## src/z80_idx_pkg.sv

```systemverilog
/* shared widths, step encoding and opcode constants for the indexed store unit
   only DD/FD 36 d n is recognised, every other opcode is left to the caller */
package z80_idx_pkg;

    localparam int BYTE_W = 8;
    localparam int ADDR_W = 16;
    localparam int STEP_W = 3;

    // data byte as seen on the byte strobe and the write port
    typedef logic [BYTE_W-1:0] byte_t;

    // 16-bit address space, sums wrap modulo 65536
    typedef logic [ADDR_W-1:0] addr_t;

    // one step per cycle of the sequence, idle means no instruction is running
    typedef enum logic [STEP_W-1:0] {
        step_idle  = 3'd0,
        step_disp  = 3'd1, // waiting for d
        step_imm   = 3'd2, // waiting for n
        step_addr  = 3'd3,
        step_write = 3'd4
    } step_t;

    // index prefixes
    localparam byte_t DD_PREFIX = 8'hdd; // IX
    localparam byte_t FD_PREFIX = 8'hfd; // IY

    // LD (IX+d),n / LD (IY+d),n
    localparam byte_t LD_IMM_OPCODE = 8'h36;

endpackage
```

## src/idx_store_unit.sv

```systemverilog
/* LD (IX+d),n and LD (IY+d),n sequencer, bytes are taken only while byte_req is high
   no wait states on the write, illegal is a one-cycle pulse right after start */
`timescale 1ns/100ps

module idx_store_unit (
    input  logic               clk,
    input  logic               rst_n,
    input  logic               start,
    input  z80_idx_pkg::byte_t prefix,
    input  z80_idx_pkg::byte_t opcode,
    input  logic               byte_valid,
    input  z80_idx_pkg::byte_t byte_data,
    input  z80_idx_pkg::addr_t ix,
    input  z80_idx_pkg::addr_t iy,
    output logic               busy,
    output logic               byte_req,
    output logic               mem_wr,
    output z80_idx_pkg::addr_t mem_addr,
    output z80_idx_pkg::byte_t mem_data,
    output logic               illegal
);

    z80_idx_pkg::step_t step;

    logic use_iy;
    logic ld_imm_class;

    logic capture_disp;
    logic capture_imm;
    logic advance;
    logic calc_addr;
    logic write_now;
    logic clear_step;
    logic clear_itable;

    idx_step_counter i_idx_step_counter (
        .clk        (clk),
        .rst_n      (rst_n),
        .start      (start),
        .advance    (advance),
        .clear_step (clear_step),
        .step       (step),
        .busy       (busy)
    );

    idx_itable_reg i_idx_itable_reg (
        .clk          (clk),
        .rst_n        (rst_n),
        .start        (start),
        .busy         (busy),
        .prefix       (prefix),
        .opcode       (opcode),
        .clear_itable (clear_itable),
        .use_iy       (use_iy),
        .ld_imm_class (ld_imm_class)
    );

    idx_ld_decoder i_idx_ld_decoder (
        .step         (step),
        .ld_imm_class (ld_imm_class),
        .byte_valid   (byte_valid),
        .byte_req     (byte_req),
        .capture_disp (capture_disp),
        .capture_imm  (capture_imm),
        .advance      (advance),
        .calc_addr    (calc_addr),
        .write_now    (write_now),
        .clear_step   (clear_step),
        .clear_itable (clear_itable),
        .illegal      (illegal)
    );

    idx_operand_regs i_idx_operand_regs (
        .clk          (clk),
        .rst_n        (rst_n),
        .byte_data    (byte_data),
        .capture_disp (capture_disp),
        .capture_imm  (capture_imm),
        .calc_addr    (calc_addr),
        .write_now    (write_now),
        .use_iy       (use_iy),
        .ix           (ix),
        .iy           (iy),
        .mem_wr       (mem_wr),
        .mem_addr     (mem_addr),
        .mem_data     (mem_data)
    );

endmodule

```

## src/idx_operand_regs.sv

```systemverilog
/* ix and iy are sampled on the calc_addr cycle only, later changes do not move the write
   mem_addr and mem_data are only meaningful while mem_wr is high */
`timescale 1ns/100ps

module idx_operand_regs (
    input  logic               clk,
    input  logic               rst_n,
    input  z80_idx_pkg::byte_t byte_data,
    input  logic               capture_disp,
    input  logic               capture_imm,
    input  logic               calc_addr,
    input  logic               write_now,
    input  logic               use_iy,
    input  z80_idx_pkg::addr_t ix,
    input  z80_idx_pkg::addr_t iy,
    output logic               mem_wr,
    output z80_idx_pkg::addr_t mem_addr,
    output z80_idx_pkg::byte_t mem_data
);

    z80_idx_pkg::byte_t dt_q; // displacement
    z80_idx_pkg::byte_t op_q; // immediate
    z80_idx_pkg::addr_t ea_q;

    z80_idx_pkg::addr_t index_sel;
    z80_idx_pkg::addr_t disp_ext;
    z80_idx_pkg::addr_t ea_sum;

    logic               wr_q;
    z80_idx_pkg::addr_t addr_q;
    z80_idx_pkg::byte_t data_q;

    // operand bytes
    always_ff @(posedge clk) begin
        if (capture_disp) begin
            dt_q <= byte_data;
        end
        if (capture_imm) begin
            op_q <= byte_data;
        end
    end

    assign index_sel = use_iy ? iy : ix;
    assign disp_ext  = {{8{dt_q[7]}}, dt_q}; // sign extend d
    assign ea_sum    = index_sel + disp_ext; // carry out dropped, wraps at 64k

    always_ff @(posedge clk) begin
        if (calc_addr) begin
            ea_q <= ea_sum;
        end
    end

    // write port, pulse is one cycle since write_now is
    always_ff @(posedge clk) begin
        if (!rst_n) begin
            wr_q <= 1'b0;
        end else begin
            wr_q <= write_now;
        end
    end

    always_ff @(posedge clk) begin
        if (write_now) begin
            addr_q <= ea_q;
            data_q <= op_q;
        end
    end

    assign mem_wr   = wr_q;
    assign mem_addr = addr_q;
    assign mem_data = data_q;

endmodule

```

## src/idx_ld_decoder.sv

```systemverilog
/* purely combinational, outputs follow step and byte_valid in the same cycle
   each step line enables exactly one group of control pulses */
`timescale 1ns/100ps

module idx_ld_decoder (
    input  z80_idx_pkg::step_t step,
    input  logic               ld_imm_class,
    input  logic               byte_valid,
    output logic               byte_req,
    output logic               capture_disp,
    output logic               capture_imm,
    output logic               advance,
    output logic               calc_addr,
    output logic               write_now,
    output logic               clear_step,
    output logic               clear_itable,
    output logic               illegal
);

    // one-hot step lines
    logic t_disp;
    logic t_imm;
    logic t_addr;
    logic t_write;

    // step_disp split by instruction class
    logic disp_ok;
    logic disp_bad;

    logic take_byte;
    logic finish;

    always_comb begin
        t_disp  = 1'b0;
        t_imm   = 1'b0;
        t_addr  = 1'b0;
        t_write = 1'b0;
        case (step)
            z80_idx_pkg::step_disp:  t_disp  = 1'b1;
            z80_idx_pkg::step_imm:   t_imm   = 1'b1;
            z80_idx_pkg::step_addr:  t_addr  = 1'b1;
            z80_idx_pkg::step_write: t_write = 1'b1;
            default: ; // idle drives nothing
        endcase
    end

    assign disp_ok  = t_disp & ld_imm_class;
    assign disp_bad = t_disp & ~ld_imm_class;

    // d and n both come in over the byte strobe
    assign byte_req  = disp_ok | t_imm;
    assign take_byte = byte_req & byte_valid;

    // disp: latch Dt
    assign capture_disp = disp_ok & byte_valid;

    // imm: latch OP
    assign capture_imm = t_imm & byte_valid;

    // addr: index + d
    assign calc_addr = t_addr;

    // write and end of sequence
    assign write_now = t_write;

    assign advance = take_byte | t_addr;

    // both the normal end and a rejected opcode return to idle
    assign finish       = t_write | disp_bad;
    assign clear_step   = finish;
    assign clear_itable = finish;

    assign illegal = disp_bad; // one cycle, step leaves disp at the next edge

endmodule

```

## src/idx_itable_reg.sv

```systemverilog
/* latches prefix kind and opcode class at start while not busy
   a prefix other than DD or FD is treated as an unsupported class */
`timescale 1ns/100ps

module idx_itable_reg (
    input  logic                clk,
    input  logic                rst_n,
    input  logic                start,
    input  logic                busy,
    input  z80_idx_pkg::byte_t  prefix,
    input  z80_idx_pkg::byte_t  opcode,
    input  logic                clear_itable,
    output logic                use_iy,
    output logic                ld_imm_class
);

    logic load;
    logic is_fd;
    logic is_index_prefix;
    logic use_iy_q;
    logic ld_imm_q;

    assign load            = start & ~busy; // a start during a running instruction is dropped
    assign is_fd           = (prefix == z80_idx_pkg::FD_PREFIX);
    assign is_index_prefix = is_fd | (prefix == z80_idx_pkg::DD_PREFIX);

    always_ff @(posedge clk) begin
        if (!rst_n) begin
            use_iy_q <= 1'b0;
            ld_imm_q <= 1'b0;
        end else if (clear_itable) begin
            use_iy_q <= 1'b0;
            ld_imm_q <= 1'b0;
        end else if (load) begin
            use_iy_q <= is_fd;
            ld_imm_q <= is_index_prefix & (opcode == z80_idx_pkg::LD_IMM_OPCODE);
        end
    end

    assign use_iy       = use_iy_q;
    assign ld_imm_class = ld_imm_q;

endmodule

```

## src/idx_step_counter.sv

```systemverilog
/* step register of the sequence, start is only honoured while idle
   clear_step wins over advance when both are raised */
`timescale 1ns/100ps

module idx_step_counter (
    input  logic               clk,
    input  logic               rst_n,
    input  logic               start,
    input  logic               advance,
    input  logic               clear_step,
    output z80_idx_pkg::step_t step,
    output logic               busy
);

    z80_idx_pkg::step_t step_q;
    z80_idx_pkg::step_t step_next;

    // next step in the fixed order of the instruction
    always_comb begin
        step_next = step_q;
        if (clear_step) begin
            step_next = z80_idx_pkg::step_idle;
        end else if (step_q == z80_idx_pkg::step_idle) begin
            if (start) begin
                step_next = z80_idx_pkg::step_disp;
            end
        end else if (advance) begin
            case (step_q)
                z80_idx_pkg::step_disp:  step_next = z80_idx_pkg::step_imm;
                z80_idx_pkg::step_imm:   step_next = z80_idx_pkg::step_addr;
                z80_idx_pkg::step_addr:  step_next = z80_idx_pkg::step_write;
                default:                 step_next = z80_idx_pkg::step_idle;
            endcase
        end
    end

    always_ff @(posedge clk) begin
        if (!rst_n) begin
            step_q <= z80_idx_pkg::step_idle;
        end else begin
            step_q <= step_next;
        end
    end

    assign step = step_q;
    assign busy = (step_q != z80_idx_pkg::step_idle);

endmodule

```

## config.mk

```make
export PLATFORM = sky130hd
export DESIGN_NAME = idx_store_unit
export DESIGN_NICKNAME = d
export VERILOG_FILES = /design/src/z80_idx_pkg.sv /design/src/idx_store_unit.sv /design/src/idx_operand_regs.sv /design/src/idx_ld_decoder.sv /design/src/idx_itable_reg.sv /design/src/idx_step_counter.sv
export SDC_FILE = /design/constraint.sdc
export NUM_CORES = 1
export LEC_CHECK = 0
export ABC_AREA = 1
export BUFFER_PORTS_ARGS = -buffer_cell sky130_fd_sc_hd__buf_4
export CORE_AREA = 2 2 118 120
export CTS_BUF_LIST = sky130_fd_sc_hd__clkbuf_8
export DETAILED_ROUTE_END_ITERATION = 8
export DIE_AREA = 0 0 120 122
export GPL_TIMING_DRIVEN = 0
export MAX_ROUTING_LAYER = met4
export PLACE_DENSITY = 0.54
export SLEW_MARGIN = 20
export SYNTH_ARGS = -nofsm -noshare
export SYNTH_HDL_FRONTEND = slang
export SYNTH_HIERARCHICAL = 1
export SYNTH_SLANG_ARGS = --single-unit
```

## constraint.sdc

```tcl
create_clock -name clk -period 2.6 [get_ports clk]
set_input_delay 0.78 -clock clk [delete_from_list [all_inputs] [get_ports clk]]
set_output_delay 0.78 -clock clk [all_outputs]
set_load 0.005 [all_outputs]
```

==> impl_results.md, run 1 <==
* Num CTS Buffers at 9
* Commonest cells post-synth: nand2_1, inv_1, edfxtp_1, nor2_1, nand3_1
* GRT Total Usage at 10.7%
* Die Y-Extent at 122 um
* Layout cell share with drive strength beyond 1 at 32.2%
* DRT iter0 DRCs at 75
* Yosys top cell area share at 51.4%
* Final Critical Period at 2.37 ns
* RR Endpoint: i_idx_operand_regs/ea_q[13]
* Post-synth EDFFs at 56
* Final hold vios at 0
* Slew headroom at 30.7%
* Clk pin slew, worst setup/hold paths at roughly 0.080 ns
* R2R setup slack at 0.23 ns
* Dominant synthesized flop cell: edfxtp_1
* Final std cells w/o fill at 621
* Worst Max-Slew Pin Slew at about 1.0 ns
* Synth Cell Area at 3270 sq um
* Global placement routability congestion at 0.843
* Initial antenna violation count at 0
* Main combinational cell family by area after synthesis: simple AND/OR/NAND/NOR gates
* Post-DRT Antenna Nets at 0
* Pwr/cell area at 578 nW/um^2
* Root Buffer: clkbuf_8
* Multiplexer share of the synthesized area at 4.81%
* CP Max Fanout at 10
* Remaining global-route overflow at 0
* Global-route wire length before repair at approximately 12000 um
* Clock Path Buffers at 2
* Reg2reg path depth at 12
* Leakage at between 1.5 and 2 nW
* Post-Synth Adder-Cell Area at 6.34%
* Power Total at between 2 and 3 mW
* Crit path capture type: flip-flop
* Post-synthesis compound-gate area fraction at 3.06%
* Library cells used by synthesis at 28
* Net count after synthesis at 413
* Gate Count Post-Synth at 337
* Post-CTS Setup Repair Bufs at 0
* Synth Area in XOR/XNOR at 2.14%
* Die area at 14600 sq um
* Worst setup path endpoint: i_idx_operand_regs/ea_q[13]
* DRT Pass-1 Iters at 4
* Crit. Startpoint: i_idx_itable_reg/use_iy
* Crit path arrival time at roughly 2.5 ns
* DRC at 0
* Detailed placement HPWL at 5820 um
* Setup violators final at 0
* # diodes at 0
* # nets final at 512
* Pins over their slew limit at 0
* # IOs at 88
* Core area at 13500 sq um
* Final core area utilization at 32.4%
* Pin count of the biggest net entering global routing at 26
* Final period util at 91.0%
* PortBufs at 87
* H-tree Lvls at 3
* Final worst slack at 0.234 ns
* Syn avg cell area at 9.72 sq um
* Routed vias/inst at 4.00
* Number of hold buffers added after CTS at 0
* Placed instance count at 605
* CTS sink cnt at 62
* Setup WS pre-CTS at 0.0748 ns
* Final Routed Wirelength at 7230 um
* RSZ-0062 raised after global routing: false
* Worst skew pair latency at 0.35 ns
* Avg WL per Cell at about 12 um
* Startpoint types: flip-flop
* Yosys top cell by area: edfxtp_1
* Critical path class: reg -> reg
* WP data required at 2.70 ns
* YS warnings at 6
* DP Area at ~4200 sq um
* Clock Skews at ~0.016 ns
* CTS resizes at 0
* HP Class: reg -> reg
* Via count at about 2.5k
* #FFs+latches synth at 62
* Layout area overhead at 33.5%
* Post-synthesis simple-gate area fraction at 20.8%
* Top achievable clock speed at between 400 and 500 MHz
* Sequential fraction of the synthesis area at between 50% and 60%
* Design area at 4370 sq um
* CTS tree: yes
* Async SR Flop Fraction at 0%
* FP Rows at 43
* Setup TNS at 0 ns
* Max rail drop VDD at 0.234 mV
* Die Width at 120 um
* Status: finished, final reports clean
* Vias in the first global route at 2488
* Most common cell in the netlist: nand2_1
* WHS at ~0.42 ns
* Top area cells in the synthesized netlist: edfxtp_1, nand2_1, inv_1
* Max-cap violation count at 0
* Starting Density at 24.2%
* R2R Path Start: i_idx_itable_reg/use_iy
[area by class of cell]
type	instances	area (sq um)
clock inverters	7	80.1
inverters	62	233
fillers	1412	9130
multi-input cells	210	1220
clock buffers	9	124
repair buffers	88	661
well taps	180	225
flip-flops and latches	62	1800
plain buffers	3	26.3
[cells in the final DEF, fill, tap and decap left out, drive strengths merged]
master	Yosys	final
nand3	17	17
dfxtp	6	6
clkinv	0	1
o211ai	1	1
nand3b	1	1
nor2	25	25
xor2	5	5
fa	1	1
nor3	4	4
inv	62	65
a21oi	12	12
bufinv	0	1
ha	15	15
xnor2	3	3
nand4	5	5
nand2	101	101
mux2	14	14
buf	3	91
edfxtp	56	56
clkbuf	0	9
o21ai	5	5
clkinvlp	0	2
or2	1	1
[routing by layer]
metal | part of all wire [%] | GRT usage, %
met1 | 41 | 11.1
met3 | 4.6 | 2.67
met5 | 0 | -
met2 | 53 | 19.1
met4 | 1.9 | 5.22
[worst max-delay path, cell delays in order (launching register included)]
cell and delay, ns:
dfxtp_1 0.33, buf_4 0.21, buf_6 0.19, mux2_2 0.35, ha_1 0.35, nand2_1 0.19, inv_1 0.06, nand2_1 0.07
nand2_1 0.04, a21oi_1 0.15, nand2_1 0.07, nand2_1 0.06, nand2_1 0.06
[kinds of logic (layout without fill, tap and decap cells)]
family	after synthesis	count (layout)
XOR/XNOR	8	8
AND/OR/NAND/NOR	154	154
multiplexers	14	14
adder cells (fa/ha/maj)	16	16
AO/OA/AOI/OAI	18	18
buffers and inverters	65	169
flip-flops	62	62
[state kept, by name (all words and copies together), names as in the netlist]
name / flops
i_idx_operand_regs/mem_data: 8
i_idx_operand_regs/mem_addr: 16
i_idx_itable_reg/ld_imm_class: 1
i_idx_operand_regs/dt_q: 8
i_idx_operand_regs/mem_wr: 1
i_idx_operand_regs/ea_q: 16
i_idx_operand_regs/op_q: 8
i_idx_itable_reg/use_iy: 1
i_idx_step_counter/step: 3
[power by group]
group	total [mW]	switching [mW]	internal, mW
logic	0.459	0.237	0.222
registers	1.19	0.0365	1.16
clock network	0.875	0.421	0.454
[how the worst min path moves through the flow]
stage | startpoint | end | cells after the start
after detailed placement | i_idx_operand_regs/ea_q[12] | i_idx_operand_regs/mem_addr[12] | 0
final | i_idx_operand_regs/ea_q[12] | i_idx_operand_regs/mem_addr[12] | 0
after global routing | i_idx_operand_regs/ea_q[6] | i_idx_operand_regs/mem_addr[6] | 0
after floorplan | i_idx_operand_regs/ea_q[0] | i_idx_operand_regs/mem_addr[0] | 0
after CTS | i_idx_operand_regs/ea_q[12] | i_idx_operand_regs/mem_addr[12] | 0
after global placement | i_idx_operand_regs/ea_q[11] | i_idx_operand_regs/mem_addr[11] | 0
(Power assumes the default switching activity.)
==> run 2: changes to the inputs <==
- CELL_PAD_IN_SITES_DETAIL_PLACEMENT: unset -> 1
- CELL_PAD_IN_SITES_GLOBAL_PLACEMENT: unset -> 2
- PLACE_DENSITY: 0.54 -> 0.75
- clock period: 2.6 -> 2.4 ns (I/O delays scaled with it)
==> run 2 against run 1 <==
Effect of this change: non-clock buffer count increased by 3; combinational power rose by 12%; register-to-register slack got worse by 0.12 ns; maximum frequency grew 3.5%; clock power is 12% lower; sequential cell count stayed put; clock skew fell by 0.0028 ns; core utilization increased by 0.19 points; power rose by 2.0%; design area increased by 0.57%; critical path type unchanged; hold slack worse by 0.0028 ns; critical endpoint is now i_idx_operand_regs/ea_q[12]; sequential share of layout area is 0.23 points lower.
==> impl_results.md, run 2 (synthesis gave the netlist of run 1 again) <==
* Routed vias/inst at 4.06 (+1.6%)
* Final Routed Wirelength at 7900 um (+9.4%)
* Reg2reg path depth at 9 (-3)
* DRT Pass-1 Iters at 4 (unchanged)
* Pins over their slew limit at 0 (unchanged)
* Most frequent CP cell: nand2_1
* Reg power frac at 50.2% (+3.0 points)
* Top achievable clock speed at 438 MHz (+3.5%)
* Global placement routability congestion at 0.819 (-2.9%)
* Most frequent cells in the layout: nand2_1, buf_4, inv_1
* Detailed placement HPWL at 6310 um (+8.4%)
* Starting Density at 24.2% (unchanged)
* Worst path slowest cell: ha_1
* Status: finished, final reports clean
* Crit path capture type: flip-flop
* Clk pin slew, worst setup/hold paths at 0.08 ns (about the same)
* # fillers at 1565 (+11%)
* Final period util at 95.2% (+4.2 points)
* Root Buffer: clkbuf_8
* Vias in the first global route at 2630 (+5.7%)
* Setup violators final at 0 (unchanged)
* Top delay family on crit path: simple AND/OR/NAND/NOR gates
* Num CTS Buffers at 9 (unchanged)
* R2R setup slack at 0.11 ns (-0.12 ns)
* Worst Max-Slew Pin Slew at 0.948 ns (-0.0900 ns)
* PortBufs at 87 (unchanged)
* Die area at 14600 sq um (unchanged)
* Final hold vios at 0 (unchanged)
* Crit path arrival time at 2.39 ns (-0.07 ns)
* Internal at 1.86 mW (+1.3%)
* Max rail drop VDD at 0.192 mV (-18%)
* WP data required at 2.50 ns (-0.20 ns)
* HP Class: reg -> reg
* # nets final at 515 (+0.59%)
* Remaining global-route overflow at 0 (unchanged)
* Leakage at 2.00 nW (+0.61%)
* Die Y-Extent at 122 um (unchanged)
* Startpoint types: flip-flop
* Seq. cell area at 1800 sq um (unchanged)
* Max-cap violation count at 0 (unchanged)
* Clock Power Share at 29.9% (-4.7 points)
* GRT Total Usage at 11.7% (+0.97 points)
* Via count at 2535 (+2.1%)
* Crit-path cells: buf_6, buf_8, mux2_2, ha_1, nand2_1, nor2_1, nand2_1, nand4_1, nand2_1
* Slew headroom at 36.4% (+5.7 points)
* Post-DRT Antenna Nets at 0 (unchanged)
* CTS tree: yes
* Pin count of the biggest net entering global routing at 26 (unchanged)
* RR Endpoint: i_idx_operand_regs/ea_q[12]
* Core area at 13500 sq um (unchanged)
* Setup TNS at 0 ns (unchanged)
* CP Max Fanout at 10 (unchanged)
* # IOs at 88 (unchanged)
* Design area at 4400 sq um (+0.57%)
* Layout area overhead at 34.3%
* Psw at 0.720 mW (+3.7%)
* Sw Share at 27.9% (+0.45 points)
* CP Depth at 9 (-3)
* DRC at 0 (unchanged)
* Worst setup path endpoint: i_idx_operand_regs/ea_q[12]
* R2R Path Start: i_idx_itable_reg/use_iy
* Crit. Startpoint: i_idx_itable_reg/use_iy
* Die Width at 120 um (unchanged)
* DP Area at 4170 sq um (+0.18%)
* Worst skew pair latency at 0.35 ns (about the same)
* Critical path buffer and inverter count at 2 (-1)
* Layout cell share with drive strength beyond 1 at 34.7% (+2.5 points)
* Critical path class: reg -> reg
* FP Rows at 43 (unchanged)
* Global-route wire length before repair at 12600 um (+7.7%)
* Final Critical Period at 2.29 ns (-0.0806 ns)
* Pwr/cell area at 586 nW/um^2 (+1.4%)
* # diodes at 0 (unchanged)
* Max incr delay on CP at 0.38 ns (+0.03 ns)
* DRT iter0 DRCs at 81 (+8.0%)
* Clock Path Buffers at 2 (unchanged)
* Logic pwr share at 19.9% (+1.7 points)
* Initial antenna violation count at 0 (unchanged)
* CTS sink cnt at 62 (unchanged)
* H-tree Lvls at 3 (unchanged)
* Avg WL per Cell at 12.7 um (+8.9%)
* Multi-input logic area at 1260 sq um (+3.3%)
* Clock Skews at 0.0128 ns (-0.00277 ns)
run 2: cell count changes in the layout (fill, tap and decap cells not counted), sizes merged:
cell      before  now
clkinvlp       2    0
buf           91   94
inv           65   64
clkinv         1    5
bufinv         1    0
run 2: power by group through the flow:
stage / Sequential [mW] / Combinational [mW] / Clock [mW]
3_3_place_gp: 1.32 / 0.502 / 0
6_report: 1.29 / 0.513 / 0.771
2_1_floorplan: 1.32 / 0.266 / 0
3_5_place_dp: 1.32 / 0.514 / 0
5_1_grt: 1.30 / 0.578 / 0.856
4_1_cts: 1.30 / 0.518 / 0.809
run 2: repair_timing:
action,CTS,global route
gates resized for setup,2,13
pin swaps,0,1
endpoints found under the setup margin,6,6
hold buffers,0,0
buffers inserted,0,2
run 2: routing by layer:
layer	vias to the layer above	track usage, %	part of all wire [%]
met2	55	20.0	51
li1	1297	-	-
met1	1177	13.1	43
met5	-	-	0
met3	6	3.42	4.3
met4	0	4.19	1.4
run 2: final cells by class:
type                    instances  share of cell area (%)
multi-input cells             210                    28.7
clock inverters                 7                   0.797
inverters                      62                    5.29
clock buffers                   9                    2.82
plain buffers                   3                   0.768
flip-flops and latches         62                    41.0
repair buffers                 91                    15.5
well taps                     180                    5.12
run 2: through the flow:
step	hold WS [ns]	setup WS (ns)	instances	total power, mW	util [%]
2_1_floorplan	0.400	0.255	337	1.58	-
3_3_place_gp	0.404	-0.578	604	1.82	30.8
3_5_place_dp	0.406	-0.0837	606	1.83	30.9
4_1_cts	0.422	0.00301	622	2.62	32.1
5_1_grt	0.426	-0.00297	624	2.74	32.6
6_report	0.416	0.115	624	2.58	32.6
run 2: how the worst min path moves through the flow:
| stage | start | to | slack, ns | cells past startpoint |
|---|---|---|---|---|
| after global routing | i_idx_operand_regs/op_q[2] | i_idx_operand_regs/mem_data[2] | 0.43 | 0 |
| final | i_idx_operand_regs/op_q[6] | i_idx_operand_regs/mem_data[6] | 0.42 | 0 |
| after detailed placement | i_idx_operand_regs/op_q[2] | i_idx_operand_regs/mem_data[2] | 0.41 | 0 |
| after global placement | i_idx_operand_regs/op_q[0] | i_idx_operand_regs/mem_data[0] | 0.40 | 0 |
| after CTS | i_idx_operand_regs/op_q[2] | i_idx_operand_regs/mem_data[2] | 0.42 | 0 |
| after floorplan | i_idx_operand_regs/ea_q[0] | i_idx_operand_regs/mem_addr[0] | 0.40 | 0 |
==> run 3: changes to the inputs <==
- MAX_ROUTING_LAYER: met4 -> unset
==> run 3 against run 2 <==
Effect of this change: setup slack improved by 0.033 ns; cell count is the same; non-clock buffer count did not move; register-to-register slack gained 0.03 ns; sequential share of layout area is 0.54 points lower; combinational power about the same; clock-buffer cell count unchanged; routed wire length is 1.6% lower; clock skew shrank 0.0045 ns; global-route usage decreased by 0.51 points; design area rose by 1.3%; hold slack better by 0.0040 ns; critical endpoint is now i_idx_operand_regs/ea_q[10].
==> impl_results.md, run 3 (synthesis gave the netlist of run 1 again) <==
* Seq. cell area at 1800 sq um (unchanged)
* Most frequent cells in the layout: nand2_1, buf_4, inv_1
* FP Rows at 43 (unchanged)
* Setup TNS at 0 ns (unchanged)
* Clock Path Buffers at 2 (unchanged)
* Pins over their slew limit at 0 (unchanged)
* Remaining global-route overflow at 0 (unchanged)
* Num CTS Buffers at 9 (unchanged)
* WP data required at 2.49 ns (about the same)
* Starting Density at 24.2% (unchanged)
* Global placement routability congestion at 0.801 (-2.2%)
* Routed vias/inst at 4.05 (-0.39%)
* # IOs at 88 (unchanged)
* Setup violators final at 0 (unchanged)
* Leakage at 2.01 nW (+0.43%)
* Pin count of the biggest net entering global routing at 26 (unchanged)
* DRT Pass-1 Iters at 4 (unchanged)
* Layout cell share with drive strength beyond 1 at 34.7% (unchanged)
* # nets final at 515 (unchanged)
* Core area at 13500 sq um (unchanged)
* Crit path capture type: flip-flop
* Final Critical Period at 2.25 ns (-0.0328 ns)
* Die area at 14600 sq um (unchanged)
* Max-cap violation count at 0 (unchanged)
* Multi-input logic area at 1280 sq um (+1.4%)
* HP Class: reg -> reg
* Final hold vios at 0 (unchanged)
* Initial antenna violation count at 0 (unchanged)
* Layout area overhead at 36.1%
* PortBufs at 87 (unchanged)
* Global-route wire length before repair at 12400 um (-1.3%)
* Die Width at 120 um (unchanged)
* Commonest non-fill, non-tap cell in the layout: nand2_1
* Final period util at 93.8% (-1.4 points)
* # fillers at 1572 (+0.45%)
* Crit path arrival time at 2.34 ns (-0.05 ns)
* Max rail drop VDD at 0.196 mV (+2.3%)
* Vias in the first global route at 2619 (-0.42%)
* CP Max Fanout at 10 (unchanged)
* Clk pin slew, worst setup/hold paths at 0.07 ns (about the same)
* Clock Skews at 0.00823 ns (-0.00455 ns)
* Final core area utilization at 33.0% (+0.44 points)
* Worst Max-Slew Pin Slew at 0.899 ns (-0.0492 ns)
* CTS sink cnt at 62 (unchanged)
* WHS at 0.420 ns (+0.00398 ns)
* H-tree Lvls at 3 (unchanged)
* DRC at 0 (unchanged)
* Root Buffer: clkbuf_8
* Status: finished, final reports clean
* Detailed placement HPWL at 6330 um (+0.37%)
* Post-DRT Antenna Nets at 0 (unchanged)
* Slew headroom at 39.7% (+3.3 points)
* GRT Total Usage at 11.2% (-0.51 points)
* Critical path class: reg -> reg
* CTS tree: yes
* # diodes at 0 (unchanged)
* Avg WL per Cell at 12.5 um (-1.6%)
* Final Routed Wirelength at 7780 um (-1.6%)
* Die Y-Extent at 122 um (unchanged)
* Worst skew pair latency at 0.35 ns (about the same)
* Number of hold buffers added after CTS at 0 (unchanged)
* Via count at 2525 (-0.39%)
* DRT iter0 DRCs at 74 (-8.6%)
* Startpoint types: flip-flop
* Pwr/cell area at 598 nW/um^2 (+2.0%)
* Top achievable clock speed at 444 MHz (+1.5%)
* RSZ-0062 raised after global routing: true
## run 3: worst max-delay path, cell delays in order (launching register included)
cell	delay, ns
dfxtp_1	0.34
buf_6	0.14
buf_12	0.14
mux2_2	0.34
ha_1	0.20
inv_1	0.08
fa_2	0.20
inv_1	0.06
nand4_1	0.09
nand2_1	0.13
nand2_1	0.11
nand2_1	0.05
nand2_1	0.05
nand2_1	0.07
## run 3: report_power, final
part	internal [mW]	switching, mW
clock network	0.464	0.396
logic	0.245	0.265
registers	1.26	0.0392
## run 3: per-stage QoR
step | cells | setup slack (ns) | power (mW) | instance area (sq um)
after floorplan | 337 | 0.255 | 1.58 | 3270
after global placement | 604 | -0.572 | 1.82 | 4150
after detailed placement | 606 | -0.0697 | 1.84 | 4170
after CTS | 622 | 0.0274 | 2.71 | 4370
after global routing | 624 | -0.00733 | 2.82 | 4460
final | 624 | 0.148 | 2.67 | 4460
## run 3: repair_timing
item                                    in CTS  in global routing
buffers inserted                             0                  2
endpoints found under the setup margin       6                  7
pin swaps                                    0                  0
resized for setup                            3                 13
## run 3: final cells by class
class / count / area share (%)
multi-input combinational: 210 / 28.7
inverter: 62 / 5.22
sequential: 62 / 40.4
clock inverter: 7 / 1.32
buffer: 3 / 0.870
timing repair buffer: 91 / 15.6
tap: 180 / 5.05
clock buffer: 9 / 2.78
## run 3: worst paths after layout
kind                                                       end  slack (ns)  cells past startpoint                       start
worst min register to register  i_idx_operand_regs/mem_data[0]        0.42                      0  i_idx_operand_regs/op_q[0]
worst min-delay path            i_idx_operand_regs/mem_data[0]        0.42                      0  i_idx_operand_regs/op_q[0]
worst max register to register     i_idx_operand_regs/ea_q[10]        0.15                     13     i_idx_itable_reg/use_iy
worst max-delay path               i_idx_operand_regs/ea_q[10]        0.15                     13     i_idx_itable_reg/use_iy
## run 3: per-layer routing
| layer | GRT usage, % | vias up | part of all wire [%] |
|---|---|---|---|
| met5 | 0 | - | 0 |
| met4 | 4.19 | 0 | 1.6 |
| met3 | 4.03 | 7 | 5.7 |
| met2 | 19.9 | 59 | 51 |
| met1 | 12.3 | 1158 | 42 |
| li1 | - | 1301 | - |
